**src/adc_i2c_defs.svh**
```systemverilog
// Shared constants for the ADC I2C target
// The address is a 7-bit I2C address; the register pointer is the first data byte of a write
// Sample width must stay between 9 and 16 bits to fit two read bytes per channel

`ifndef ADC_I2C_DEFS_SVH
`define ADC_I2C_DEFS_SVH

// ----------------------------------------------------------------------
// I2C side
// ----------------------------------------------------------------------

// 7-bit target address
`define ADC_I2C_ADDR 7'h50

// Width of the register pointer written after the address
`define ADC_REG_PTR_W 3

// Fixed identity byte, second byte of a read from pointer 0
`define ADC_CTRL_ID 8'hAF

// ----------------------------------------------------------------------
// ADC side
// ----------------------------------------------------------------------

// Logical channels published to the I2C map
`define ADC_NUM_CH 5

`define ADC_SAMPLE_W 12
`define ADC_CHAN_ID_W 5

`endif

```
**src/adc_i2c_pkg.sv**
```systemverilog
// Types shared by the ADC I2C RTL and its testbench
// Widths come from the defs header; the CSR word is fixed at 32 bits

package adc_i2c_pkg;

`include "adc_i2c_defs.svh"

    // ADC response stream, one sample per valid cycle
    typedef struct packed {
        logic                      valid;
        logic [`ADC_CHAN_ID_W-1:0] channel;
        logic [`ADC_SAMPLE_W-1:0]  data;
        logic                      sop;
        logic                      eop;
    } adc_resp_t;

    // Sequencer control port, bit 0 of writedata is run
    typedef struct packed {
        logic        write;
        logic [31:0] writedata;
    } adc_csr_t;

    // Single-cycle bus strobes plus the sampled SDA level
    typedef struct packed {
        logic start;
        logic stop;
        logic scl_rise;
        logic scl_fall;
        logic sda;
    } i2c_event_t;

    // Published samples, index is the logical channel
    typedef logic [`ADC_NUM_CH-1:0][`ADC_SAMPLE_W-1:0] adc_sample_arr_t;

    typedef enum logic [3:0] {
        ST_IDLE,
        ST_ADDR,
        ST_ADDR_ACK,
        ST_PTR,
        ST_WR_DATA,
        ST_WR_ACK,
        ST_RD_DATA,
        ST_RD_ACK,
        ST_IGNORE
    } i2c_state_e;

endpackage

```
**src/adc_sample_bank.sv**
```systemverilog
// Captures converter channels 1, 2, 3, 4 and 6 as logical channels 0 to 4
// Samples are published only on a valid response with end-of-packet set
// Each enable change issues one sequencer write; a stop write follows reset

`timescale 1ns/1ns
`include "adc_i2c_defs.svh"

module adc_sample_bank import adc_i2c_pkg::*; (
    input  logic            clk_core,
    input  logic            reset_n,
    input  adc_resp_t       adc_resp,
    input  logic            adc_enable,
    output adc_sample_arr_t samples,
    output adc_csr_t        adc_csr
);

    localparam int IDX_W = $clog2(`ADC_NUM_CH);

    adc_sample_arr_t  raw;
    logic             ch_hit;
    logic [IDX_W-1:0] ch_idx;
    logic             last_enable;
    logic             boot_pending;

    // Converter id to logical channel
    always_comb begin
        ch_hit = 1'b1;
        ch_idx = '0;
        case (adc_resp.channel)
            `ADC_CHAN_ID_W'(1): ch_idx = IDX_W'(0);
            `ADC_CHAN_ID_W'(2): ch_idx = IDX_W'(1);
            `ADC_CHAN_ID_W'(3): ch_idx = IDX_W'(2);
            `ADC_CHAN_ID_W'(4): ch_idx = IDX_W'(3);
            `ADC_CHAN_ID_W'(6): ch_idx = IDX_W'(4);
            default: ch_hit = 1'b0;
        endcase
    end

    // ------------------------------------------------------------------
    // Raw capture and publish
    // ------------------------------------------------------------------
    always_ff @(posedge clk_core or negedge reset_n) begin
        if (!reset_n) begin
            raw     <= '0;
            samples <= '0;
        end else if (adc_resp.valid) begin
            if (ch_hit) begin
                raw[ch_idx] <= adc_resp.data;
            end
            // Old raw values go out, a sample in this same beat lands next packet
            if (adc_resp.eop) begin
                samples <= raw;
            end
        end
    end

    // ------------------------------------------------------------------
    // Sequencer run/stop command
    // ------------------------------------------------------------------
    always_ff @(posedge clk_core or negedge reset_n) begin
        if (!reset_n) begin
            adc_csr      <= '0;
            last_enable  <= 1'b0;
            boot_pending <= 1'b1;
        end else begin
            adc_csr.write     <= boot_pending || (adc_enable != last_enable);
            adc_csr.writedata <= {31'b0, adc_enable};
            last_enable       <= adc_enable;
            boot_pending      <= 1'b0;
        end
    end

endmodule

```
**config.mk**
```make
export PLATFORM = sky130hd
export DESIGN_NAME = adc_sample_bank
export DESIGN_NICKNAME = d
export VERILOG_FILES = /design/src/adc_i2c_pkg.sv /design/src/adc_sample_bank.sv
export VERILOG_INCLUDE_DIRS = /design/src
export SDC_FILE = /design/constraint.sdc
export NUM_CORES = 1
export LEC_CHECK = 0
export ABC_AREA = 1
export ABC_CLOCK_PERIOD_IN_PS = 900
export BUFFER_PORTS_ARGS = -buffer_cell sky130_fd_sc_hd__buf_2
export CORE_UTILIZATION = 40
export CTS_CLUSTER_DIAMETER = 120
export CTS_CLUSTER_SIZE = 16
export DETAILED_ROUTE_END_ITERATION = 7
export GPL_TIMING_DRIVEN = 0
export SLEW_MARGIN = 10
export SYNTH_ARGS = -nofsm -noshare
export SYNTH_HDL_FRONTEND = slang
export SYNTH_SLANG_ARGS = --single-unit
```
**constraint.sdc**
```tcl
create_clock -name clk_core -period 0.9 [get_ports clk_core]
set_clock_uncertainty 0.05 [all_clocks]
set_input_delay 0.045 -clock clk_core [delete_from_list [all_inputs] [get_ports clk_core]]
set_output_delay 0.045 -clock clk_core [all_outputs]
set_load 0.02 [all_outputs]
```
# Word level (Yosys, flattened, before mapping)

Index checks and enable logic that the tools add are counted.

Logic and storage cells: 31
Bits of input ports: 23
Register bits: 123

Mux-type cells: 5
$lt $le $gt $ge: 2
Reductions and logical operators: 5
Equal/unequal tests: 6

Operators by type and width:

| kind                                                                                | number |
|---|---|
| 60-bit bitwise mux                                                                  | 1 |
| 12-bit demux with 3-bit select                                                      | 1 |
| 12-bit two-way mux                                                                  | 1 |
| 3-bit case mux with 4 select lines                                                  | 1 |
| 5-bit by 2-bit == test with 1-bit output, second input constant                     | 2 |
| 5-bit by 3-bit == test with 1-bit output, second input constant                     | 2 |
| 5-bit by 1-bit == test with 1-bit output, second input constant                     | 1 |
| 5-bit OR reduction                                                                  | 1 |
| 3-bit by 4-bit less-than comparator with 1-bit output, second input constant        | 1 |
| 2-bit AND reduction                                                                 | 2 |
| 3-bit by 1-bit greater-or-equal comparator with 1-bit output, second input constant | 1 |
| 1-bit logical AND                                                                   | 1 |
| 1-bit logical OR                                                                    | 1 |
| 1-bit two-way mux                                                                   | 1 |
| 1-bit inequality test                                                               | 1 |

# Logic depth before layout (Yosys ltp)

Word-level depth: 7
Depth in mapped cells: 8
Mapped depth without buffers: 7

# Least setup slack after synthesis

OpenSTA, ideal clock, no wires.

Kind: input-to-reg
Start: input port adc_resp[18] in the netlist's numbering
End: register raw[26] in the netlist's numbering
Required time: 733 ps
Arrival: 772 ps
Stages: 7
Setup slack: -39 ps
Cell sequence: nor2_2 > nand3_1 > nand2_2 > nand3_1 > buf_2 > nand2_1 > nand2_1

Longest elaborated chain between the ends: 7

Ends and longest elaborated chain:

| item                                                                                                                                                        | RTL line              | text |
|---|---|---|
| from (decl)                                                                                                                                                 | adc_sample_bank.sv:11 | `input adc_resp_t adc_resp,` |
| 5-bit by 3-bit == test with 1-bit output or 5-bit by 2-bit == test with 1-bit output (tied branches)                                                        | adc_sample_bank.sv:29 | `case (adc_resp.channel)` |
| 3-bit case mux with 4 select lines                                                                                                                          | adc_sample_bank.sv:29 |  |
| 3-bit by 4-bit less-than comparator with 1-bit output (implied by the code) or 3-bit by 1-bit greater-or-equal comparator with 1-bit output (tied branches) | adc_sample_bank.sv:48 | `raw[ch_idx] <= adc_resp.data;` |
| 1-bit logical AND (implied by the code)                                                                                                                     | adc_sample_bank.sv:48 |  |
| 12-bit two-way mux (implied by the code)                                                                                                                    | adc_sample_bank.sv:48 |  |
| 12-bit demux with 3-bit select                                                                                                                              | adc_sample_bank.sv:48 |  |
| 60-bit bitwise mux                                                                                                                                          | adc_sample_bank.sv:48 |  |
| to (signal, indexed assignment)                                                                                                                             | adc_sample_bank.sv:48 |  |
| to (decl)                                                                                                                                                   | adc_sample_bank.sv:19 | `adc_sample_arr_t raw;` |

Parallel ways exist; a longest one is shown, timed or not.
A chain may end at the register's enable or synchronous reset.

# Final worst setup path

Start: register samples[25] in the netlist's numbering
End: output port samples[25] in the netlist's numbering

RTL lines:

| item                   | RTL line              | text |
|---|---|---|
| from (decl)            | adc_sample_bank.sv:13 | `output adc_sample_arr_t samples,` |
| from (signal assigned) | adc_sample_bank.sv:52 | `samples <= raw;` |

No word-level cell between the ends.

==> results.ini <==
[worst_setup_path]
worstPathCellList = buf_6
worstPathRequired_ps = 810
cp_slowest_cell = dfrtp_1
crit_path_end_kind = output pin
path_class = reg -> out
cp_top_family = flip-flops
crit_fanout = 2
start_kind = flop
cp_slowest_stage_delay_ps = 410
cp.arrival_ps = 970
critPathBufInv = 1

[place]
place.gp.congestion = 0.814
dp.final_hpwl_um = 7530
placed_area_um2 = 5720
dp.cells = 685
dpl_worst_slack_ps = -403
io_buffers = 83

[sta]
hold_viol = 68
max_freq_ghz = 0.940
drv_slew = 0
final.period_utilization_pct = 118
finalWorstSetupSlack_ps = -164
hold-worst-slack_ps = -415
tightest_slew_ps = 641
max_slew_margin_pct = 57.3
post-route-min-period_ps = 1060
rsz0062_at_grt = true
setup_viol = 76

[route]
drtIter0Drc = 162
dr_total_vias = 3517
wl_per_cell_um = 15.0
ant_nets = 0
route.detailed.drc = 0
firstDrtPassIters = 5
vias_per_cell = 4.73
drt-total-wl_um = 11100

[grt]
track_usage_pct = 18.3
grt.overflow.total = 0
antenna_found_initial = 0
grt_start_max_net_pins = 70
grt_pass1_wl_um = 17600
grt_pass1_vias = 3454

[min_path]
hold_path_class = in -> async

[cts]
clk_latency_ps = 410
htreeDepth = 4
hold_buffers = 13
cts_sinks = 123
root_buffer = clkbuf_16
clk_path_buf_depth = 2
clkTransAtPathRegs_ps = 60
cts_tree = done
cts-buffers-inserted = 17

[yosys]
yosysWarnings = 0
ys_ff_latch = 123
yosysUniqueCellTypes = 20
avgSynthCellArea_um2 = 11.7
seq_area_frac_synth_pct = 62.4
synthCells = 423
syn_area_um2 = 4930

[final_layout]
ff_latch_area_um2 = 3080
diodes = 0
nNetsFinal = 607
drive_gt1_share_pct = 41.9
nFillCells = 975
instances_no_fill = 744
final_common_cell = dfrtp_1
area_growth_pct = 43.6
multi_input_area_um2 = 1630
final_cell_mix = dfrtp_1, nand2_1, buf_6, mux2_2, buf_4
design_area_um2 = 7090

[outcome]
violations = hold timing, setup timing
outcome = finished, violations left

[die]
die_w_um = 113
dieHeight_um = 113
rows = 40
start_util_pct = 41.1
dieArea_um2 = 12800
ios = 116
core_area_um2 = 12000

[flow_run]
maxCapViolations = 0

[power_and_ir_drop]
p_per_area_nw_per_um2 = 2520
ir_drop_mv = 1.69
leakagePower_nw = 3.72
power_mw = 17.9

[power by group]
group	internal, mW	switching (mW)	leakage (nW)	total, mW
Clock	5.02	2.52	0.315	7.53
Sequential	6.39	0.597	1.63	6.99
Combinational	1.77	1.57	1.78	3.34
Total	13.2	4.68	3.72	17.9
[kinds of logic (layout without fill, tap and decap cells)]
family / count (synthesis) / in the layout / synth area share, %
other cells: 1 / 32 / 0.0760
compound gates: 38 / 38 / 3.85
flops: 123 / 123 / 62.4
buf+inv: 71 / 214 / 8.24
simple gates: 130 / 130 / 11.7
mux: 60 / 60 / 13.7
[area by class of cell]
type                            instances  area share [%]
Multi-Input combinational cell        260            23.0
Sequential cell                       123            43.4
Timing Repair Buffer                  112            15.7
Clock buffer                           19            6.25
Buffer                                 52            5.03
Clock inverter                         13            3.02
Tap cell                              147            2.60
Inverter                               18           0.953
[timing repair]
action | 4_1_cts | 5_1_grt
setup endpoints to repair | 63 | 89
setup buffers | 11 | 4
endpoints found under the hold margin | 121 | 67
gates resized for setup | 136 | 16
cloned | 0 | 0
pin swaps | 0 | 1
[sequential cells by signal (all words and copies together) (netlist names)]
signal / flops
samples: 60
boot_pending: 1
raw: 60
adc_csr: 2
[synth_stat cells]
cell / n / area, µm²
o21ai_1: 15 / 75.1
nand4_2: 1 / 12.5
o21ai_0: 22 / 110
nand4_1: 25 / 156
inv_1: 18 / 67.6
dfrtp_1: 122 / 3050
buf_2: 16 / 80.1
nor2_1: 4 / 15.0
buf_4: 32 / 240
dfstp_2: 1 / 26.3
a21oi_1: 1 / 5.00
nor3_2: 1 / 10.0
nand3_1: 4 / 20.0
nand2_1: 91 / 342
clkbuf_1: 5 / 18.8
mux2_2: 60 / 676
nand2_2: 1 / 6.26
conb_1: 1 / 3.75
nor2_2: 2 / 12.5
nor3_1: 1 / 5.00
[through the flow]
| step | util (%) | setup TNS [ps] |
|---|---|---|
| floorplan | - | 0 |
| global placement | 47.3 | -248000 |
| detailed placement | 47.6 | -38960 |
| CTS | 58.3 | -8950 |
| global route | 59.0 | -10450 |
| finish | 59.0 | -8540 |
[worst paths after layout]
| kind | start | to | slack, ps | cells past startpoint |
|---|---|---|---|---|
| setup / recovery | samples[25] | samples[25] | -160 | 1 |
| min in group clk_core | adc_resp[18] | raw[23] | 0 | 4 |
| hold / removal | reset_n | adc_csr[0] | -420 | 1 |
| hold reg to reg | raw[17] | raw[17] | 420 | 2 |
| setup reg to reg | samples[37] | samples[37] | -70 | 2 |
| max in group asynchronous | reset_n | raw[54] | 510 | 2 |
[layer usage]
metal | share of wire, % | track usage (%) | up-vias
li1 | - | - | 1673
met1 | 46 | 23.5 | 1741
met2 | 49 | 30.1 | 98
met3 | 4.3 | 4.77 | 5
met4 | 0.50 | 6.14 | 0
met5 | 0 | 0 | -
Power figures use the tool's default switching activity.
