===== src/adc_i2c_defs.svh =====
// Shared constants for the ADC I2C target
// The address is a 7-bit I2C address; the register pointer is the first data byte of a write
// Sample width must stay between 9 and 16 bits to fit two read bytes per channel

`ifndef ADC_I2C_DEFS_SVH
`define ADC_I2C_DEFS_SVH

// ----------------------------------------------------------------------
// I2C side
// ----------------------------------------------------------------------

// 7-bit target address
`define ADC_I2C_ADDR 7'h50

// Width of the register pointer written after the address
`define ADC_REG_PTR_W 3

// Fixed identity byte, second byte of a read from pointer 0
`define ADC_CTRL_ID 8'hAF

// ----------------------------------------------------------------------
// ADC side
// ----------------------------------------------------------------------

// Logical channels published to the I2C map
`define ADC_NUM_CH 5

`define ADC_SAMPLE_W 12
`define ADC_CHAN_ID_W 5

`endif


===== src/adc_i2c_pkg.sv =====
// Types shared by the ADC I2C RTL and its testbench
// Widths come from the defs header; the CSR word is fixed at 32 bits

package adc_i2c_pkg;

`include "adc_i2c_defs.svh"

    // ADC response stream, one sample per valid cycle
    typedef struct packed {
        logic                      valid;
        logic [`ADC_CHAN_ID_W-1:0] channel;
        logic [`ADC_SAMPLE_W-1:0]  data;
        logic                      sop;
        logic                      eop;
    } adc_resp_t;

    // Sequencer control port, bit 0 of writedata is run
    typedef struct packed {
        logic        write;
        logic [31:0] writedata;
    } adc_csr_t;

    // Single-cycle bus strobes plus the sampled SDA level
    typedef struct packed {
        logic start;
        logic stop;
        logic scl_rise;
        logic scl_fall;
        logic sda;
    } i2c_event_t;

    // Published samples, index is the logical channel
    typedef logic [`ADC_NUM_CH-1:0][`ADC_SAMPLE_W-1:0] adc_sample_arr_t;

    typedef enum logic [3:0] {
        ST_IDLE,
        ST_ADDR,
        ST_ADDR_ACK,
        ST_PTR,
        ST_WR_DATA,
        ST_WR_ACK,
        ST_RD_DATA,
        ST_RD_ACK,
        ST_IGNORE
    } i2c_state_e;

endpackage


===== src/i2c_bus_monitor.sv =====
// Oversamples SCL and SDA in clk_core; every strobe lags the pins by 3 cycles
// clk_core must run well above the SCL rate so that no edge is missed

`timescale 1ns/1ns

module i2c_bus_monitor import adc_i2c_pkg::*; (
    input  logic       clk_core,
    input  logic       reset_n,
    input  logic       scl,
    input  logic       sda_in,
    output i2c_event_t bus_evt
);

    // ------------------------------------------------------------------
    // Two-stage synchronizers
    // ------------------------------------------------------------------
    logic [1:0] scl_sync;
    logic [1:0] sda_sync;

    // Previous synchronized values for edge detection
    logic       scl_last;
    logic       sda_last;

    always_ff @(posedge clk_core or negedge reset_n) begin
        if (!reset_n) begin
            // Idle bus is high on both lines
            scl_sync <= 2'b11;
            sda_sync <= 2'b11;
            scl_last <= 1'b1;
            sda_last <= 1'b1;
        end else begin
            scl_sync <= {scl_sync[0], scl};
            sda_sync <= {sda_sync[0], sda_in};
            scl_last <= scl_sync[1];
            sda_last <= sda_sync[1];
        end
    end

    // ------------------------------------------------------------------
    // Registered event detect
    // ------------------------------------------------------------------
    always_ff @(posedge clk_core or negedge reset_n) begin
        if (!reset_n) begin
            bus_evt <= '0;
        end else begin
            // SDA moving while SCL is high
            bus_evt.start    <= scl_sync[1] && sda_last && !sda_sync[1];
            bus_evt.stop     <= scl_sync[1] && !sda_last && sda_sync[1];
            bus_evt.scl_rise <= scl_sync[1] && !scl_last;
            bus_evt.scl_fall <= !scl_sync[1] && scl_last;
            // Same latency as the strobes
            bus_evt.sda      <= sda_sync[1];
        end
    end

endmodule


===== config.mk =====
export PLATFORM = sky130hd
export DESIGN_NAME = i2c_bus_monitor
export DESIGN_NICKNAME = d
export VERILOG_FILES = /design/src/adc_i2c_pkg.sv /design/src/i2c_bus_monitor.sv
export VERILOG_INCLUDE_DIRS = /design/src
export SDC_FILE = /design/constraint.sdc
export NUM_CORES = 1
export LEC_CHECK = 0
export BUFFER_PORTS_ARGS = -buffer_cell sky130_fd_sc_hd__buf_4
export CAP_MARGIN = 25
export CORE_AREA = 3 3 40 42
export DETAILED_ROUTE_END_ITERATION = 10
export DIE_AREA = 0 0 43 45
export PLACE_DENSITY = 0.5
export SLEW_MARGIN = 0
export SYNTH_ARGS = -nofsm -noshare
export SYNTH_HDL_FRONTEND = slang
export SYNTH_SLANG_ARGS = --single-unit

===== constraint.sdc =====
create_clock -name clk_core -period 1.1 [get_ports clk_core]
set_input_delay 0 -clock clk_core [delete_from_list [all_inputs] [get_ports clk_core]]
set_output_delay 0 -clock clk_core [all_outputs]
set_load 0.01 [all_outputs]

======== Word level (Yosys, flattened, before mapping) ========
Cells that the tools add are included.
operators by class
  reductions and logical operators ........ 10
operators by type and width
  operator           number
  1-bit logical AND  6
  1-bit logical NOT  4
storage, ports and cells
  register bits ........................... 11
  input port bits ......................... 4
  word-level logic and storage cells ...... 19

======== Depth between registers and ports, before layout ========
Gate-level depths: netlist of run 1.
  depth after elaboration ................. 3
  mapped depth ............................ 1
  depth with buffers taken out ............ 1

======== Least setup slack after synthesis of run 1 ========
OpenSTA, ideal clock, no wires.
  path type ............................... register to register
  from .................................... reg scl_last
  to ...................................... reg bus_evt[2] in the netlist's numbering
  library setup time ...................... 0.120 ns
  arrival time ............................ 0.688 ns
  data required time ...................... 0.980 ns
  path slack .............................. 0.293 ns
  cell stages (with the launch flop) ...... 2
  buffers on the path ..................... 0
  cells stage by stage .................... dfstp_2 > and2b_2
between the ends
  word-level cells in the longest chain between the ends .. 2
RTL lines
  item                    RTL line               source
  from (decl)             i2c_bus_monitor.sv:21  logic scl_last;
  from (signal assigned)  i2c_bus_monitor.sv:34  scl_last <= scl_sync[1];
  1-bit logical NOT       i2c_bus_monitor.sv:49  bus_evt.scl_rise <= scl_sync[1] && !scl_last;
  1-bit logical AND       i2c_bus_monitor.sv:49
  to (decl)               i2c_bus_monitor.sv:11  output i2c_event_t bus_evt
Every way passes these cells.

======== Worst setup path after layout of run 1 ========
Ends and elaborated chain as after synthesis.

==> reports/metrics.yaml, run 1 <==
synth_cell_types: 5
num_vias: 159
via_per_inst: 3.53
drive_gt1_share_pct: 60.0
cts_hold_buffers: 3
clk-insertion-delay-late_ns: 0.26
worstPathMaxFanout: 2
fp.dieW_um: 43
rrSetupSlack_ns: 0.27
rr_endpoint: "bus_evt[2]"
peakVddDrop_uv: 524
drtPass1Iterations: 1
worstPathRequired_ns: 1.25
grt_first_pass_wirelength_um: 627
synth-seq-area-share_pct: 89.7
avgSynthCellArea_um2: 21.0
final_cell_mix: "8 x buf_4, 6 x dfstp_2, 5 x dfrtp_1, 3 x clkbuf_4, 3 x dlygate4sd3_1"
crit_slowest_cell: "dfstp_2"
skew_ns: 0.00415
root_buffer: "clkbuf_4"
path_class: "flop to flop"
route.detailed.drc: 0
synthToLayoutAreaGrowth_pct: 42.9
rr_startpoint: "scl_last"
reg2regPathDepth: 1
port_buffers: 8
grtUsageTotal_pct: 4.92
ys_seq_elements: 11
overflow: 0
power_leakage_nw: 0.216
cts_sinks: 11
gp_congestion: 0.625
critPathArrivalTime_ns: 0.98
yosys-top-cells-area: "dfstp_2 50%, dfrtp_1 40%, and3b_1 5.6%"
hold_viol: 0
rsz0062_at_grt: "no"
antenna_found_initial: 0
synth_fp_nets: 19
design_area_um2: 450
cts_setup_buffers: 0
cpLargestDelayFamily: "flip-flops"
fin_crit_sh_pct: 75.4
start_util_pct: 24.5
worst_pin_slew_ns: 0.133
tns_ns: 0
num-nets-final: 35
core_um2: 1280
hold_path_class: "input pin to async pin"
routedWlPerCell_um: 8.96
numCtsBuffers: 3
cts_tree: "built"
grt_max_degree: 12
clk_path_buf_depth: 2
syn-instance-count: 15
cts_resized: 0
dpl-instance-area_um2: 394
die_h_um: 45
synth_top_area_share_pct: 50.0
detail-route-antenna-nets: 0
power.density_nw_per_um2: 1660
relSlewSlack_pct: 91.2
finish.utilization_pct: 35.1
slew_violations: 0
htreeDepth: 1
pin_count: 9
status: "complete, no violations"
rows: 13
wl_um: 403
fmax_mhz: 1210
clk_pin_slew_ns: 0.07
syn_area_um2: 315
endpoint_kind: "flop"
setup_viol: 0
yosysTopAreaCell: "dfstp_2"
fin_crit_ns: 0.829
max_cap_violations: 0
critPathBufInv: 0
synth_warnings: 0
startpoint_type: "flop"
drtIter0Drc: 0
final_common_cell: "buf_4"
first_global_vias: 163
cp_cell_sequence: "and2b_2"
diodes: 0
dieArea_um2: 1940
max_stage_delay_ns: 0.52
registers in the layout, summed over array words and instances, names as in the netlist:
signal,cells
bus_evt,5
scl_sync,2
sda_sync,2
scl_last,1
sda_last,1
Yosys cell counts:
library cell and n:
and2b_2 1, and3b_1 2, dfrtp_1 5, dfstp_2 6, nor2b_1 1
area by class of cell:
class	instances	area, um2
fillers	131	835
flip-flops and latches	11	283
repair buffers	11	90.1
multi-input cells	4	32.5
clock buffers	4	26.3
well taps	15	18.8
logic make-up after synthesis:
| kind of cell | share of synthesized area (%) |
|---|---|
| flip-flops | 89.7 |
| AND/OR/NAND/NOR | 10.3 |
report_power, final:
part | switching (W) | leakage, nW | internal [W]
Sequential | 0.00000848 | 0.127 | 0.000433
Clock | 0.000119 | 0.0150 | 0.000140
Combinational | 0.0000175 | 0.0739 | 0.0000284
Total | 0.000145 | 0.216 | 0.000602
how the worst max path moves through the flow:
stage               cells after the start  startpoint  slack [ns]         end
floorplan                               1    scl_last        0.29  bus_evt[2]
global placement                        1    scl_last        0.29  bus_evt[2]
detailed placement                      1    scl_last        0.28  bus_evt[2]
CTS                                     1    scl_last        0.27  bus_evt[2]
global route                            1    scl_last        0.25  bus_evt[2]
finish                                  1    scl_last        0.27  bus_evt[2]
routing by layer:
layer  GRT usage [%]  wire (um)  vias up
li1                -          -       77
met1            4.82        143       73
met2            7.19        204        9
met3            2.39         55        0
met4            5.42          0        0
met5               0          0        -
through the flow:
stage                     hold slack (ns)  setup slack, ns  cells  power [W]
after floorplan                    -0.296            0.293     15   0.000457
after global placement             -0.168            0.291     38   0.000485
final                              0.0899            0.271     45   0.000747
after CTS                          0.0866            0.268     45   0.000763
after detailed placement           -0.165            0.277     38   0.000488
after global routing               0.0996            0.246     45   0.000787
Note: power is estimated with default switching activity, not from simulation.
==> run 2: changes to the inputs <==
==> constraint.sdc (replaced) <==
create_clock -name clk_core -period 0.8 [get_ports clk_core]
set_input_delay 0 -clock clk_core [delete_from_list [all_inputs] [get_ports clk_core]]
set_output_delay 0 -clock clk_core [all_outputs]
set_load 0.01 [all_outputs]
==> run 2 against run 1 <==
The flow now finishes with violations (setup timing). Maximum frequency is essentially flat. Combinational power is 46% higher. Register-to-register slack lost 0.30 ns. Sequential cell count is the same. Hold slack hardly changed. Global-route usage rose by 0.17 points. Critical endpoint unchanged. Largest cell class unchanged. Largest power group unchanged.
==> reports/metrics.yaml, run 2 (same netlist as run 1, synthesis figures left out) <==
rows: 13  # unchanged
startpoint_type: "flop"  # unchanged
reg2regPathDepth: 1  # unchanged
final_common_cell: "buf_4"  # unchanged
cts_tree: "built"  # unchanged
relSlewSlack_pct: 91.1  # was 91.2%
pin_count: 9  # unchanged
antenna_found_initial: 0  # unchanged
max_cap_violations: 0  # unchanged
largest_register: "bus_evt"  # unchanged
gp_congestion: 0.625  # unchanged
cpLargestDelayFamily: "flip-flops"  # unchanged
worstPathRequired_ns: 0.95  # was 1.25 ns
setup_slack_ns: -0.0290  # was 0.271 ns
top_regs: "bus_evt x5, scl_sync x2, sda_sync x2"  # unchanged
status: "complete, but fails checks"  # was complete, no violations
worstPathMaxFanout: 2  # unchanged
dpl-instance-area_um2: 394  # unchanged
clk-insertion-delay-late_ns: 0.26  # about the same
fp.dieW_um: 43  # unchanged
final_cell_mix: "9 x buf_4, 6 x dfstp_2, 5 x dfrtp_1, 3 x clkbuf_4, 3 x dlygate4sd3_1"  # was 8 x buf_4, 6 x dfstp_2, 5 x dfrtp_1, 3 x clkbuf_4, 3 x dlygate4sd3_1
power_w: 0.00103  # was 0.000747 W
critPathBufInv: 0  # unchanged
violations: "setup timing"
max_stage_delay_ns: 0.52  # about the same
grt_max_degree: 12  # unchanged
endpoint_kind: "flop"  # unchanged
cts_sinks: 11  # unchanged
hold_path_class: "input pin to async pin"  # unchanged
slew_violations: 0  # unchanged
rsz0062_at_grt: "yes"  # was no
detail-route-antenna-nets: 0  # unchanged
root_buffer: "clkbuf_4"  # unchanged
worst_pin_slew_ns: 0.133  # about the same
start_util_pct: 24.5  # unchanged
synthToLayoutAreaGrowth_pct: 45.2  # was 42.9%
hold_viol: 0  # unchanged
fin_crit_ns: 0.829  # about the same
power.density_nw_per_um2: 2250  # was 1660 nW/um2
crit_slowest_cell: "dfstp_2"  # unchanged
rr_startpoint: "scl_last"  # unchanged
setup_viol: 2  # was 0
rrSetupSlack_ns: -0.03  # was 0.27 ns
skew_ns: 0.00318  # was 0.00415 ns
power_leakage_nw: 0.221  # was 0.216 nW
dieArea_um2: 1940  # unchanged
wl_um: 416  # was 403 um
peakVddDrop_uv: 721  # was 524 uV
critical_path_depth: 1  # unchanged
largest_reg_flops: 5  # unchanged
htreeDepth: 1  # unchanged
num_vias: 161  # was 159
drtIter0Drc: 0  # unchanged
fin_crit_sh_pct: 104  # was 75.4%
port_buffers: 8  # unchanged
crit_end: "bus_evt[2]"  # unchanged
route.detailed.drc: 0  # unchanged
clk_pin_slew_ns: 0.07  # about the same
critPathArrivalTime_ns: 0.98  # about the same
grtUsageTotal_pct: 5.08  # was 4.92%
cp_cell_sequence: "and2b_2"  # unchanged
first_global_vias: 170  # was 163
die_h_um: 45  # unchanged
drive_gt1_share_pct: 61.3  # was 60.0%
num-nets-final: 36  # was 35
fmax_mhz: 1210  # about the same
clk_path_buf_depth: 2  # unchanged
critPathLaunch: "scl_last"  # unchanged
via_per_inst: 3.50  # was 3.53
diodes: 0  # unchanged
drtPass1Iterations: 1  # unchanged
grt_first_pass_wirelength_um: 655  # was 627 um
path_class: "flop to flop"  # unchanged
numCtsBuffers: 3  # unchanged
core_um2: 1280  # unchanged
overflow: 0  # unchanged
rr_endpoint: "bus_evt[2]"  # unchanged
routedWlPerCell_um: 9.04  # was 8.96 um
design_area_um2: 458  # was 450 um2
-- run 2: cell count changes in the layout (fill, tap and decap cells not counted), sizes merged --
cell / before / now
buf: 8 / 9
-- run 2: through the flow --
| stage | cells | util (%) | hold slack, ns | TNS (ns) | setup WS [ns] |
|---|---|---|---|---|---|
| 3_3_place_gp | 38 | 30.7 | -0.168 | -0.0130 | -0.00857 |
| 3_5_place_dp | 38 | 30.7 | -0.165 | -0.0383 | -0.0227 |
| 2_1_floorplan | 15 | - | -0.296 | -0.00714 | -0.00714 |
| 4_1_cts | 46 | 35.6 | 0.0866 | -0.0480 | -0.0322 |
| 6_report | 46 | 35.6 | 0.0902 | -0.0464 | -0.0290 |
| 5_1_grt | 46 | 35.6 | 0.0996 | -0.118 | -0.0539 |
-- run 2: timing repair --
item                                    4_1_cts  5_1_grt
gates resized for setup                       0        0
endpoints found under the hold margin        13        0
cloned                                        0        0
buffers inserted                              1        0
hold buffers                                  3        0
endpoints found under the setup margin        2        3
pin swaps                                     0        1
-- run 2: area by class of cell --
cell class	count	area, um2
Tap cell	15	18.8
Sequential cell	11	283
Multi-Input combinational cell	4	32.5
Timing Repair Buffer	12	97.6
Clock buffer	4	26.3
Fill cell	131	827
-- run 2: layer usage --
layer | vias to the layer above | global-route usage (%) | routed length [um]
met4 | 0 | 5.42 | 0
met5 | - | 0 | 0
met2 | 9 | 7.49 | 210
met1 | 74 | 5.08 | 150
li1 | 78 | - | -
met3 | 0 | 2.39 | 55
-- run 2: report_power, final --
part	switching (W)	internal (W)
logic	0.0000250	0.0000421
registers	0.0000115	0.000596
clock network	0.000166	0.000192
-- run 2: worst min path at each step --
stage	startpoint	endpoint	slack, ns	depth (start not counted)
6_report	reset_n	bus_evt[1]	0.09	2
5_1_grt	reset_n	bus_evt[2]	0.1	2
4_1_cts	reset_n	bus_evt[1]	0.09	2
3_5_place_dp	reset_n	bus_evt[4]	-0.16	1
3_3_place_gp	reset_n	bus_evt[0]	-0.17	1
2_1_floorplan	reset_n	bus_evt[0]	-0.30	0
