<file path="config.mk">
export PLATFORM = sky130hd
export DESIGN_NAME = i2c_adc_target
export DESIGN_NICKNAME = d
export VERILOG_FILES = /design/src/adc_i2c_pkg.sv /design/src/i2c_adc_target.sv
export VERILOG_INCLUDE_DIRS = /design/src
export SDC_FILE = /design/constraint.sdc
export NUM_CORES = 1
export LEC_CHECK = 0
export ABC_AREA = 1
export BUFFER_PORTS_ARGS = -buffer_cell sky130_fd_sc_hd__buf_2
export CORE_MARGIN = 3
export CORE_UTILIZATION = 50
export CTS_CLUSTER_SIZE = 25
export DETAILED_ROUTE_END_ITERATION = 10
export MAX_ROUTING_LAYER = met4
export PLACE_DENSITY = 0.8
export SLEW_MARGIN = 20
export SYNTH_ARGS = -nofsm -noshare
export SYNTH_HDL_FRONTEND = slang
export SYNTH_SLANG_ARGS = --single-unit
</file>
<file path="constraint.sdc">
create_clock -name clk_core -period 3 [get_ports clk_core]
set_clock_uncertainty 0.2 [all_clocks]
set_input_delay 0.3 -clock clk_core [delete_from_list [all_inputs] [get_ports clk_core]]
set_output_delay 0.3 -clock clk_core [all_outputs]
set_load 0.01 [all_outputs]
</file>
<file path="src/adc_i2c_defs.svh">
// Shared constants for the ADC I2C target
// The address is a 7-bit I2C address; the register pointer is the first data byte of a write
// Sample width must stay between 9 and 16 bits to fit two read bytes per channel

`ifndef ADC_I2C_DEFS_SVH
`define ADC_I2C_DEFS_SVH

// ----------------------------------------------------------------------
// I2C side
// ----------------------------------------------------------------------

// 7-bit target address
`define ADC_I2C_ADDR 7'h50

// Width of the register pointer written after the address
`define ADC_REG_PTR_W 3

// Fixed identity byte, second byte of a read from pointer 0
`define ADC_CTRL_ID 8'hAF

// ----------------------------------------------------------------------
// ADC side
// ----------------------------------------------------------------------

// Logical channels published to the I2C map
`define ADC_NUM_CH 5

`define ADC_SAMPLE_W 12
`define ADC_CHAN_ID_W 5

`endif

</file>
<file path="src/adc_i2c_pkg.sv">
// Types shared by the ADC I2C RTL and its testbench
// Widths come from the defs header; the CSR word is fixed at 32 bits

package adc_i2c_pkg;

`include "adc_i2c_defs.svh"

    // ADC response stream, one sample per valid cycle
    typedef struct packed {
        logic                      valid;
        logic [`ADC_CHAN_ID_W-1:0] channel;
        logic [`ADC_SAMPLE_W-1:0]  data;
        logic                      sop;
        logic                      eop;
    } adc_resp_t;

    // Sequencer control port, bit 0 of writedata is run
    typedef struct packed {
        logic        write;
        logic [31:0] writedata;
    } adc_csr_t;

    // Single-cycle bus strobes plus the sampled SDA level
    typedef struct packed {
        logic start;
        logic stop;
        logic scl_rise;
        logic scl_fall;
        logic sda;
    } i2c_event_t;

    // Published samples, index is the logical channel
    typedef logic [`ADC_NUM_CH-1:0][`ADC_SAMPLE_W-1:0] adc_sample_arr_t;

    typedef enum logic [3:0] {
        ST_IDLE,
        ST_ADDR,
        ST_ADDR_ACK,
        ST_PTR,
        ST_WR_DATA,
        ST_WR_ACK,
        ST_RD_DATA,
        ST_RD_ACK,
        ST_IGNORE
    } i2c_state_e;

endpackage

</file>
<file path="src/i2c_adc_target.sv">
// I2C target at ADC_I2C_ADDR; a write sets the pointer, then register 0 holds the enable bit
// A read starts at byte index 2*pointer; no clock stretching, the controller sets the pace
// A controller NACK on a read byte parks the FSM until the next start or stop

`timescale 1ns/1ns
`include "adc_i2c_defs.svh"

module i2c_adc_target import adc_i2c_pkg::*; (
    input  logic            clk_core,
    input  logic            reset_n,
    input  i2c_event_t      bus_evt,
    input  adc_sample_arr_t samples,
    output logic            adc_enable,
    output logic            sda_pull_low
);

    localparam int IDX_W = `ADC_REG_PTR_W + 1;

    i2c_state_e                state;
    logic [7:0]                shift_reg;
    logic [7:0]                tx_reg;
    logic [3:0]                bit_cnt;
    logic                      rw_bit;
    logic                      wr_applied;
    logic [`ADC_REG_PTR_W-1:0] reg_ptr;
    logic [IDX_W-1:0]          byte_idx;
    logic [IDX_W-1:0]          ch_sel;
    logic [7:0]                rd_byte;
    logic                      byte_done;

    // Falling SCL after the eighth data bit
    assign byte_done = bus_evt.scl_fall && (bit_cnt == 4'd8);

    // ------------------------------------------------------------------
    // Read byte map
    // ------------------------------------------------------------------
    assign ch_sel = (byte_idx - IDX_W'(2)) >> 1;

    always_comb begin
        rd_byte = 8'h00;
        if (byte_idx == IDX_W'(0)) begin
            rd_byte = {6'b000000, 1'b1, adc_enable};
        end else if (byte_idx == IDX_W'(1)) begin
            rd_byte = `ADC_CTRL_ID;
        end else if (byte_idx < IDX_W'(2 * `ADC_NUM_CH + 2)) begin
            // Low byte on even index, zero-extended upper bits on odd
            if (!byte_idx[0]) begin
                rd_byte = samples[ch_sel][7:0];
            end else begin
                rd_byte = 8'(samples[ch_sel][`ADC_SAMPLE_W-1:8]);
            end
        end
    end

    // ------------------------------------------------------------------
    // Target FSM
    // ------------------------------------------------------------------
    always_ff @(posedge clk_core or negedge reset_n) begin
        if (!reset_n) begin
            state        <= ST_IDLE;
            shift_reg    <= '0;
            tx_reg       <= '0;
            bit_cnt      <= '0;
            rw_bit       <= 1'b0;
            wr_applied   <= 1'b0;
            reg_ptr      <= '0;
            byte_idx     <= '0;
            adc_enable   <= 1'b0;
            sda_pull_low <= 1'b0;
        end else if (bus_evt.start) begin
            // Also covers a repeated start
            state        <= ST_ADDR;
            bit_cnt      <= '0;
            wr_applied   <= 1'b0;
            sda_pull_low <= 1'b0;
        end else if (bus_evt.stop) begin
            state        <= ST_IDLE;
            bit_cnt      <= '0;
            sda_pull_low <= 1'b0;
        end else begin
            // Bit counting on every data phase, shifting matters only when receiving
            if (bus_evt.scl_rise &&
                (state inside {ST_ADDR, ST_PTR, ST_WR_DATA, ST_RD_DATA})) begin
                shift_reg <= {shift_reg[6:0], bus_evt.sda};
                bit_cnt   <= bit_cnt + 4'd1;
            end

            case (state)
                ST_ADDR: begin
                    if (byte_done) begin
                        bit_cnt <= '0;
                        if (shift_reg[7:1] == `ADC_I2C_ADDR) begin
                            rw_bit       <= shift_reg[0];
                            byte_idx     <= {reg_ptr, 1'b0};
                            sda_pull_low <= 1'b1;
                            state        <= ST_ADDR_ACK;
                        end else begin
                            state <= ST_IGNORE;
                        end
                    end
                end
                ST_ADDR_ACK: begin
                    if (bus_evt.scl_fall) begin
                        if (rw_bit) begin
                            // First read bit goes out with the ack release
                            tx_reg       <= rd_byte;
                            sda_pull_low <= !rd_byte[7];
                            byte_idx     <= byte_idx + IDX_W'(1);
                            state        <= ST_RD_DATA;
                        end else begin
                            sda_pull_low <= 1'b0;
                            state        <= ST_PTR;
                        end
                    end
                end
                ST_PTR: begin
                    if (byte_done) begin
                        bit_cnt      <= '0;
                        reg_ptr      <= shift_reg[`ADC_REG_PTR_W-1:0];
                        sda_pull_low <= 1'b1;
                        state        <= ST_WR_ACK;
                    end
                end
                ST_WR_DATA: begin
                    if (byte_done) begin
                        bit_cnt <= '0;
                        // Only the byte right after the pointer counts
                        if (!wr_applied && (reg_ptr == '0)) begin
                            adc_enable <= shift_reg[0];
                        end
                        wr_applied   <= 1'b1;
                        sda_pull_low <= 1'b1;
                        state        <= ST_WR_ACK;
                    end
                end
                ST_WR_ACK: begin
                    if (bus_evt.scl_fall) begin
                        sda_pull_low <= 1'b0;
                        state        <= ST_WR_DATA;
                    end
                end
                ST_RD_DATA: begin
                    if (byte_done) begin
                        bit_cnt      <= '0;
                        sda_pull_low <= 1'b0;
                        state        <= ST_RD_ACK;
                    end else if (bus_evt.scl_fall) begin
                        tx_reg       <= {tx_reg[6:0], 1'b0};
                        sda_pull_low <= !tx_reg[6];
                    end
                end
                ST_RD_ACK: begin
                    if (bus_evt.scl_rise && bus_evt.sda) begin
                        // NACK from the controller ends the read
                        state <= ST_IGNORE;
                    end else if (bus_evt.scl_fall) begin
                        tx_reg       <= rd_byte;
                        sda_pull_low <= !rd_byte[7];
                        if (byte_idx != '1) begin
                            byte_idx <= byte_idx + IDX_W'(1);
                        end
                        state <= ST_RD_DATA;
                    end
                end
                default: begin
                    // Idle and ignore wait for a start or stop
                end
            endcase
        end
    end

endmodule

</file>
After elaboration in Yosys (flattened, before gate mapping)
Cells that the tools add are included.
W data, S select, Z words.
{ "word_totals": {"register_bits": 34, "input_bits": 67, "output_inout_bits": 2, "word_cells": 128} }
{ "classes": {"addsub": 3, "magnitude_cmp": 2, "eq_ne": 31, "n_mux": 54, "bitwise_logic": 2, "n_reduce_logical": 26} }
{ "ops": {"columns": ["operator", "count"], "rows": [
  ["$mux W4", 22],
  ["$mux W7", 6],
  ["$bmux W12 S3", 1],
  ["$mux W8", 4],
  ["$ne A4 B4 Y1 const B", 7],
  ["$pmux W4 S6", 1],
  ["$pmux W7 S3", 1],
  ["$reduce_and A9 Y1", 2],
  ["$eq A4 B3 Y1 const B", 4],
  ["$ne A2 B2 Y1 const B", 8],
  ["$mux W1", 15],
  ["$mux W12", 1],
  ["$pmux W4 S3", 1],
  ["$ne A5 B5 Y1 const B", 2],
  ["$reduce_and A10 Y1", 1],
  ["$reduce_and A5 Y1", 2],
  ["$add A4 B1 Y4 const B", 2],
  ["$eq A4 B1 Y1 const B", 2],
  ["$eq A4 B2 Y1 const B", 2],
  ["$reduce_bool A8 Y1", 1],
  ["$eq A7 B7 Y1 const B", 1],
  ["$reduce_and A7 Y1", 1],
  ["$pmux W1 S6", 1],
  ["$reduce_and A3 Y1", 2],
  ["19 further kinds", 28]
]} }

Logic depth before layout (Yosys ltp)
Gate-level depths: netlist (run 1).
{ "logic_depth": {"ltp_word": 13, "ltp_mapped": 17, "mapped_depth_nobuf": 13} }

Least setup slack after synthesis (run 1)
OpenSTA, ideal clock, no wires.
{ "synth_path": {"path_type": "register -> register", "startpoint": "reg byte_idx[1]", "endpoint": "reg tx_reg[0]", "setup_time_ps": 116, "arrival_ps": 2051, "required_time_ps": 2684, "path_slack_ps": 632, "path_stages_with_launch": 17, "path_buffers": 4, "synth_period_minus_slack_ps": 2368, "path_cell_list": "dfrtp_1 -> buf_2 -> inv_2 -> buf_2 -> ha_1 -> buf_2 -> inv_2 -> clkbuf_1 -> o21ai_0 -> nand2_1 -> nand2_1 -> nand2_1 -> nand2_1 -> nand2_1 -> nand2_1 -> nand2_1 -> nand2_1"} }
{ "synth_between": {"elab_chain_len": 10, "elab_cells_between_ends": 15} }
{ "synth_rtl": {"columns": ["item", "line_no", "rtl"], "rows": [
  ["from (decl)", "i2c_adc_target.sv:26", "logic [IDX_W-1:0] byte_idx;"],
  ["from (signal assigned)", "i2c_adc_target.sv:94", "byte_idx <= {reg_ptr, 1'b0};"],
  ["from (signal assigned)", "i2c_adc_target.sv:108", "byte_idx <= byte_idx + IDX_W'(1);"],
  ["from (signal assigned)", "i2c_adc_target.sv:160", "byte_idx <= byte_idx + IDX_W'(1);"],
  ["$sub A4 B2 Y4", "i2c_adc_target.sv:37", "assign ch_sel = (byte_idx - IDX_W'(2)) >> 1;"],
  ["$bmux W12 S3", "i2c_adc_target.sv:48, i2c_adc_target.sv:50", null],
  ["$mux W12 (implied by the code)", "i2c_adc_target.sv:50", "rd_byte = 8'(samples[ch_sel][`ADC_SAMPLE_W-1:8]);"],
  ["$mux W8", "i2c_adc_target.sv:47", "if (!byte_idx[0]) begin"],
  ["$mux W8", "i2c_adc_target.sv:45", "end else if (byte_idx < IDX_W'(2 * `ADC_NUM_CH + 2)) begin"],
  ["$mux W8", "i2c_adc_target.sv:43", "end else if (byte_idx == IDX_W'(1)) begin"],
  ["$mux W8 (*)", "i2c_adc_target.sv:41", "if (byte_idx == IDX_W'(0)) begin"],
  ["$mux W7 (on tied branches)", "i2c_adc_target.sv:156, i2c_adc_target.sv:104", null],
  ["$mux W7 (on tied branches)", "i2c_adc_target.sv:153, i2c_adc_target.sv:103", null],
  ["$pmux W7 S3 (*)", "i2c_adc_target.sv:88", "case (state)"],
  ["to (signal assigned)", "i2c_adc_target.sv:106", "tx_reg <= rd_byte;"],
  ["to (signal assigned)", "i2c_adc_target.sv:148", "tx_reg <= {tx_reg[6:0], 1'b0};"],
  ["to (signal assigned)", "i2c_adc_target.sv:157", "tx_reg <= rd_byte;"],
  ["to (decl)", "i2c_adc_target.sv:21", "logic [7:0] tx_reg;"]
]} }
Mark *: on every way between the ends. The rest lies on a longest branch, timed or not. The select of a mux whose other input is x is not followed.
A chain may end at the register's enable or synchronous reset.

Final worst setup path (run 1)
{ "layout_path": {"startpoint": "reg byte_idx[1]", "endpoint": "reg tx_reg[6]"} }
{ "layout_between": {"elab_chain_len": 10, "elab_cells_between_ends": 15} }
{ "layout_rtl": {"columns": ["item", "line_no", "rtl"], "rows": [
  ["$sub A4 B2 Y4", "i2c_adc_target.sv:37", null],
  ["$bmux W12 S3", "i2c_adc_target.sv:48", "rd_byte = samples[ch_sel][7:0];"],
  ["$mux W12", null, null],
  ["$mux W8", "i2c_adc_target.sv:47", null],
  ["$mux W8", "i2c_adc_target.sv:45", null],
  ["$mux W8", "i2c_adc_target.sv:43", null],
  ["$mux W8 (*)", "i2c_adc_target.sv:41", null],
  ["$mux W7 (on tied branches)", "i2c_adc_target.sv:156, i2c_adc_target.sv:104", null],
  ["$mux W7 (on tied branches)", "i2c_adc_target.sv:153, i2c_adc_target.sv:103", null],
  ["$pmux W7 S3 (*)", "i2c_adc_target.sv:88", null]
]} }
Marks and branches as above.

==> impl_metrics.ini, run 1 <==
[run_status]
status = finished clean

[sta]
hold_violations = 0
finalMaxSlewViolations = 0
final-setup-viol-count = 0
finalSetupTns_ns = 0
fmax_ghz = 0.413
slew-limit-headroom = 0.490
hold_ws_ns = 0.0786
finalWorstPathRequiredPeriod_ns = 2.42
tightest_slew_ns = 0.765
period_share = 0.807
rsz0062_at_grt = false

[clock_tree]
cts_buffers = 5
clock_latency_ns = 0.28
cts_htree_levels = 2
cts_tree = yes
clkSinkCount = 34
ctsLongestPathBuffers = 2
cts_resized = 0
postCtsSetupBuffers = 0
cts.clk_slew.worst_paths_ns = 0.07
cts-root-buf = clkbuf_8

[synthesis]
ys.flop_type = dfrtp_1
ys_seq_elements = 34
ys_seq_area_frac = 0.300
synth_fa_ha_area_frac = 0.0309
async_flop_share = 1.00
synth-xor-area-share = 0.0181
synth_edf_count = 0
synth_compound_area_frac = 0.149
synth_common_cells = nand2_1, nor2_1, inv_1
syn-mean-instance-area_um2 = 6.34
ys_types = 39
synth.top_cell.area_share = 0.300
synth_top_family_by_area = simple AND/OR/NAND/NOR gates
synth_top_cells_by_area = dfrtp_1, nand2_1, nor2_1
yosysMostFrequentCell = nand2_1
synth.mux.area_fraction = 0
synthCells = 447
syn-num-nets = 521
yosys.area_share.simple = 0.398
yosys_warnings = 0
yosysTopAreaCell = dfrtp_1
syn-cell-area_um2 = 2840

[worst_setup_path]
cp.depth = 11
worstReg2RegEnd = tx_reg[6]
cp_max_fo = 26
required_ns = 2.98
end_kind = register
path_class = reg2reg
cpLargestDelayFamily = buffers and inverters
rr_worst_depth = 11
critPathArrivalTime_ns = 2.40
ff2ff_setup_slack_ns = 0.58
worst_path_max_delay_cell = dfrtp_1
path_buf_inv = 3
critPathLaunch = byte_idx[1]
startpoint_type = register
cpPeakStageDelay_ns = 0.39
crit_path_end = tx_reg[6]
path_cells = inv_2 > ha_1 > xnor2_2 > buf_4 > clkinv_1 > nand3_1 > o21ai_0 > nand3_1 > o21ai_0 > nand2_1 > nand2_1
rr_startpoint = byte_idx[1]

[finish]
largest_reg_flops = 8
fin_area_um2 = 3350
nets = 584
synthToLayoutAreaGrowth_pct = 18.0
diodes = 0
layout-drive-gt1-share = 0.225
fillers = 514

[placement]
dpl.hpwl_um = 5250
place.gp.congestion = 0.870
numPortBuffers = 68
placed_cell_area_um2 = 3200

[power_and_ir_drop]
leakage_nw = 1.86
ir_drop_v = 0.000343
powerDensity_nw_per_um2 = 623

[route]
routed_wl_um = 6890
ant_nets = 0
vias_per_cell = 5.09
drc_errors = 0
vias = 2956
drt_iter0_drc = 134
wl_per_cell_um = 11.9
dr.pass1.iters = 4

[floorplanning]
die_w_um = 81.3
ios = 69
start_util = 0.535
rows = 26
die_area_um2 = 6610
die_h_um = 81.3
core_area_um2 = 5300

[global_routing]
grt_pass1_wl_um = 11700
grt-ovfl-total = 0
grt_pass1_vias = 2752
antenna_found_initial = 0
grt_usage = 0.229
grt_max_degree = 39

[worst_hold_path]
hp-class = in2reg

[job]
drv_cap = 0
-- worst min-delay path by stage --
stage                     from      endpoint  slack, ns  cells past startpoint
floorplan              reset_n    adc_enable      -0.20                      0
global placement       reset_n     tx_reg[5]       0.22                      1
detailed placement     reset_n     tx_reg[5]       0.22                      1
CTS                 bus_evt[0]  shift_reg[0]       0.08                      3
global route        bus_evt[0]  shift_reg[0]       0.13                      3
finish              bus_evt[0]  shift_reg[0]       0.08                      3
-- kinds of logic after synthesis --
logic type,after synthesis
and+or+nand+nor,260
adders and majority gates,7
buffers and inverters,70
DFF,34
xor gates and xnor gates,5
AOI/OAI and AO/OA,71
-- area by class of cell --
type                            instances  area, um2  share of cell area
Multi-Input combinational cell        343       1690               0.505
Clock inverter                          3       68.8              0.0206
Tap cell                               70       87.6              0.0262
Inverter                               53        199              0.0595
Clock buffer                            5       68.8              0.0206
Sequential cell                        34        851               0.254
Timing Repair Buffer                   73        380               0.114
-- cell usage in the layout, fill, tap and decap left out, drive strengths merged --
master,instances
o21a,1
a32o,1
a22oi,1
a21boi,2
inv,52
dfrtp,34
nor3b,3
dlygate4sd3,1
a21oi,19
nor4,1
clkinv,2
clkbuf,5
buf,72
ha,7
nand3b,1
nor3,2
nand2,173
nand3,23
o21ai,44
a211oi,2
bufinv,2
xor2,3
xnor2,2
nor2,45
o21bai,1
nand4,12
-- worst register-to-register path, stage by stage (launching register included) --
cell      delay [ns]
dfrtp_1         0.39
inv_2           0.32
ha_1            0.26
xnor2_2         0.11
buf_4           0.19
clkinv_1        0.25
nand3_1         0.19
o21ai_0         0.09
nand3_1         0.09
o21ai_0         0.09
nand2_1         0.08
nand2_1         0.05
-- per-stage QoR --
stage          utilization  worst slack (ns)  power (W)  cells
2_1_floorplan            -             0.632    0.00135    447
3_3_place_gp         0.603             0.684    0.00155    572
3_5_place_dp         0.603             0.595    0.00157    572
4_1_cts              0.631             0.585    0.00210    581
5_1_grt              0.631             0.380    0.00228    581
6_report             0.631             0.579    0.00208    581
-- report_power, final --
part / internal (W) / leakage, nW / total, W / switching [W]
registers: 0.000509 / 0.434 / 0.000549 / 0.0000398
logic: 0.000360 / 1.36 / 0.00102 / 0.000662
clock network: 0.000333 / 0.0683 / 0.000512 / 0.000179
-- metal layers --
metal,wire length (um),global-route usage,vias up,part of all wire
met4,52,0.0507,0,0.0075
met1,3020,0.276,1337,0.44
li1,-,-,1540,-
met5,0,-,-,0
met2,3410,0.399,73,0.49
met3,411,0.0399,6,0.060
-- timing repair --
item                                    in CTS  in global routing
hold endpoints to repair                    34                  0
endpoints found under the setup margin       0                  0
hold buffers                                 1                  0
No activity file was read; power rests on OpenSTA's default activity.
==> run 2: changes to the inputs <==
Clock period 3 ns to 2.4 ns, I/O delays scaled along.
==> run 2 against run 1 <==
Combinational power up 25%. Routed wire length is 1.7% lower. Die area unchanged. Worst hold slack lost 0.071 ns. Critical path type unchanged. Global-route usage grew 0.49 points. Register-to-register slack got worse by 0.29 ns. Sequential power up 24%. Final area grew 0.45%.
==> impl_metrics.ini, run 2 (synthesized netlist as in run 1, its figures left out) <==
[run_status]
status = finished clean

[route]
wl_per_cell_um = 11.6
ant_nets = 0
drt_iter0_drc = 155
routed_wl_um = 6770
dr.pass1.iters = 4
vias = 2971
drc_errors = 0
vias_per_cell = 5.10

[power_and_ir_drop]
p_clk_frac = 0.249
leakage_nw = 1.87
combPwrFrac = 0.489
p_switching_w = 0.00109
p_int_w = 0.00152
powerDensity_nw_per_um2 = 776
p_seq_frac = 0.262
p_sw_frac = 0.419
ir_drop_v = 0.000473

[floorplanning]
ios = 69
die_area_um2 = 6610
die_w_um = 81.3
core_area_um2 = 5300
start_util = 0.535
die_h_um = 81.3
rows = 26

[finish]
largest_reg_flops = 8
nets = 586
mostFrequentLayoutCell = nand2_1
fillers = 506
mostFrequentLayoutCells = nand2_1, buf_2, nor2_1
synthToLayoutAreaGrowth_pct = 18.5
diodes = 0
layout-drive-gt1-share = 0.228

[global_routing]
antenna_found_initial = 0
grt_pass1_vias = 2831
grt-ovfl-total = 0
grt_max_degree = 39
grt_usage = 0.234
grt_pass1_wl_um = 11900

[worst_setup_path]
path_class = reg2reg
required_ns = 2.39
cp_max_fo = 17
end_kind = register
critPathArrivalTime_ns = 2.10
ff2ff_setup_slack_ns = 0.29
startpoint_type = register

[sta]
final-setup-viol-count = 0
finalWorstPathRequiredPeriod_ns = 2.11
hold_ws_ns = 0.00790
tightest_slew_ns = 0.751
period_share = 0.879
slew-limit-headroom = 0.499
finalMaxSlewViolations = 0
rsz0062_at_grt = false
finalSetupTns_ns = 0
fmax_ghz = 0.474
hold_violations = 0

[clock_tree]
clock_latency_ns = 0.30
cts_htree_levels = 2
cts_tree = yes
cts_resized = 0
cts-root-buf = clkbuf_8
ctsHoldBuffers = 1
cts.clk_slew.worst_paths_ns = 0.07
ctsLongestPathBuffers = 2
postCtsSetupBuffers = 0
clkSinkCount = 34
cts_buffers = 5

[job]
drv_cap = 0

[placement]
numPortBuffers = 68
place.gp.congestion = 0.979
dpl.hpwl_um = 5180

[worst_hold_path]
hp-class = in2reg
## run 2: metal layers
layer,global-route usage,vias up,share of wire
met3,0.0499,20,0.050
met5,-,-,0
li1,-,1547,-
met4,0.0743,0,0.023
met1,0.278,1328,0.45
met2,0.395,76,0.48
## run 2: per-stage QoR
step | power (W) | area, um2 | utilization | setup WS, ns | std cells
5_1_grt | 0.00289 | 3360 | 0.634 | 0.0446 | 583
3_5_place_dp | 0.00197 | 3210 | 0.606 | 0.291 | 574
6_report | 0.00261 | 3360 | 0.634 | 0.292 | 583
3_3_place_gp | 0.00195 | 3210 | 0.606 | 0.345 | 574
2_1_floorplan | 0.00169 | 2840 | - | 0.0322 | 447
4_1_cts | 0.00262 | 3360 | 0.634 | 0.271 | 583
## run 2: area by class of cell
cell class,instances,area [um2],area share
clock inverters,3,68.8,0.0205
repair buffers,75,395,0.118
well taps,70,87.6,0.0261
clock buffers,5,68.8,0.0205
inverters,53,199,0.0592
multi-input cells,343,1690,0.503
flip-flops and latches,34,851,0.253
## run 2: critical path, stage by stage (launching register included)
cell     delay [ns]
dfrtp_1        0.46
inv_1          0.09
ha_1           0.36
inv_2          0.23
a21oi_1        0.07
o21ai_0        0.18
nand2_1        0.07
nand2_1        0.06
nand2_1        0.06
nand2_1        0.05
nand2_1        0.05
nand2_1        0.07
nand2_1        0.05
## run 2: power groups by stage
| stage | registers (W) | logic (W) | clock network (W) |
|---|---|---|---|
| floorplan | 0.000682 | 0.00100 | 0 |
| global placement | 0.000690 | 0.00126 | 0 |
| detailed placement | 0.000694 | 0.00127 | 0 |
| CTS | 0.000683 | 0.00128 | 0.000657 |
| global route | 0.000692 | 0.00151 | 0.000692 |
| finish | 0.000683 | 0.00128 | 0.000650 |
## run 2: final timing paths
| check | start | cells past startpoint | end |
|---|---|---|---|
| max in group asynchronous | reset_n | 2 | shift_reg[0] |
| min in group asynchronous | reset_n | 2 | tx_reg[5] |
| min reg2reg | tx_reg[6] | 2 | tx_reg[6] |
| max reg2reg | byte_idx[2] | 12 | tx_reg[0] |
| min | bus_evt[0] | 3 | shift_reg[0] |
| max | byte_idx[2] | 12 | tx_reg[0] |
==> run 3: changes to the inputs <==
Settings changed: BUFFER_PORTS_ARGS -buffer_cell sky130_fd_sc_hd__buf_2 to default, CELL_PAD_IN_SITES_DETAIL_PLACEMENT from default to 0, CELL_PAD_IN_SITES_GLOBAL_PLACEMENT from default to 1, CORE_UTILIZATION 50 to 44, DONT_BUFFER_PORTS from default to 1, PLACE_DENSITY 0.8 to 0.85.
==> run 3 against run 2 <==
Via count decreased by 8.3%. Largest power group unchanged. Register-to-register slack worse by 0.06 ns. Core utilization down 13 points. Largest cell class unchanged.
==> impl_metrics.ini, run 3 (synthesized netlist as in run 1, its figures left out) <==
[floorplanning]
die_area_um2 = 7440
die_w_um = 86.3
die_h_um = 86.3
core_area_um2 = 6100
ios = 69
start_util = 0.465
rows = 28

[sta]
slew-limit-headroom = 0.736
tightest_slew_ns = 0.395
fmax_ghz = 0.462
rsz0062_at_grt = false
hold_ws_ns = 0.105
hold_violations = 0
finalMaxSlewViolations = 0
finalWorstPathRequiredPeriod_ns = 2.17
final-setup-viol-count = 0
period_share = 0.903
finalSetupTns_ns = 0

[worst_setup_path]
cpPeakStageDelay_ns = 0.46
path_cells = inv_1 > ha_1 > buf_4 > o21ai_0 > o21ai_0 > nand2_1 > o21ai_0 > nand2_1 > nand2_1 > nand2_1 > a21boi_2
cp_max_fo = 17
worst_path_max_delay_cell = dfrtp_1
crit_top_cell = nand2_1
rr_startpoint = byte_idx[2]
required_ns = 2.41
end_kind = register
critPathLaunch = byte_idx[2]
startpoint_type = register
path_class = reg2reg
critPathArrivalTime_ns = 2.18

[global_routing]
grt-ovfl-total = 0
grt_pass1_wl_um = 11400
grt_max_degree = 39
grt_pass1_vias = 2609
grt_usage = 0.192
antenna_found_initial = 0

[placement]
place.gp.congestion = 0.923
numPortBuffers = 0
dpl.hpwl_um = 5190

[finish]
mostFrequentLayoutCells = nand2_1, nor2_1, inv_1
largest_reg_flops = 8
nets = 524
diodes = 0
layout-drive-gt1-share = 0.109
mostFrequentLayoutCell = nand2_1
synthToLayoutAreaGrowth_pct = 8.03

[power_and_ir_drop]
powerDensity_nw_per_um2 = 796
leakage_nw = 1.61
ir_drop_v = 0.000476

[clock_tree]
clock_latency_ns = 0.28
ctsLongestPathBuffers = 2
clkSinkCount = 34
cts_buffers = 5
cts.clk_slew.worst_paths_ns = 0.07
cts-root-buf = clkbuf_8
cts_htree_levels = 2
cts_tree = yes
cts_resized = 0

[route]
drc_errors = 0
dr.pass1.iters = 4
routed_wl_um = 6640
vias = 2724
wl_per_cell_um = 12.6
ant_nets = 0
vias_per_cell = 5.18
drt_iter0_drc = 90

[worst_hold_path]
min_from = bus_evt[3]
hp-class = in2reg

[job]
drv_cap = 0

[run_status]
status = finished clean
[run 3: cell types whose count changed in the layout (fill, tap and decap cells not counted), sizes merged]
cell,previous run,this run
dlygate4sd3,1,5
clkinv,2,1
buf,74,8
bufinv,2,1
clkbuf,5,7
[run 3: timing repair]
item / in CTS / in global routing
endpoints found under the hold margin: 39 / 0
hold buffers: 6 / 0
buffers inserted: 0 / 0
[run 3: routing by layer]
metal,track usage,share of wire,up-vias,wire length [um]
li1,-,-,1421,-
met1,0.239,0.46,1215,3050
met2,0.318,0.46,77,3060
met3,0.0323,0.062,11,411
met4,0.0595,0.019,0,126
met5,-,0,-,0
[run 3: final timing paths]
check	cells past startpoint	endpoint	slack, ns
worst min register to register	2	tx_reg[0]	0.29
min in group asynchronous	2	tx_reg[4]	0.20
max in group asynchronous	2	rw_bit	1.62
worst max-delay path	11	tx_reg[5]	0.23
worst min-delay path	4	sda_pull_low	0.11
worst max register to register	11	tx_reg[5]	0.23
[run 3: power by group]
group / switching (W) / internal [W]
Sequential: 0.0000482 / 0.000637
Clock: 0.000197 / 0.000310
Combinational: 0.000814 / 0.000431
Total: 0.00106 / 0.00138
[run 3: per-stage QoR]
| step | util | total power, W | area (um2) | std cells | worst slack (ns) |
|---|---|---|---|---|---|
| after floorplan | - | 0.00169 | 2840 | 447 | 0.0322 |
| after global placement | 0.474 | 0.00192 | 2890 | 512 | 0.311 |
| after detailed placement | 0.474 | 0.00193 | 2890 | 512 | 0.243 |
| after CTS | 0.502 | 0.00248 | 3060 | 526 | 0.217 |
| after global routing | 0.502 | 0.00272 | 3060 | 526 | 0.0191 |
| final | 0.502 | 0.00244 | 3060 | 526 | 0.233 |
[run 3: critical path, delay by kind of cell, from the launching register on]
kind | cells | cell delay (ns)
AOI/OAI and AO/OA | 4 | 0.50
adders and majority gates | 1 | 0.32
buffers and inverters | 2 | 0.32
DFF | 1 | 0.46
and+or+nand+nor | 4 | 0.29
[run 3: layout make-up]
cell class                      instances  area [um2]
Fill cell                             650        3030
Tap cell                               75        93.8
Timing Repair Buffer                   13         123
Clock buffer                            7        76.3
Clock inverter                          1        30.0
Inverter                               53         199
Multi-Input combinational cell        343        1690
Sequential cell                        34         851
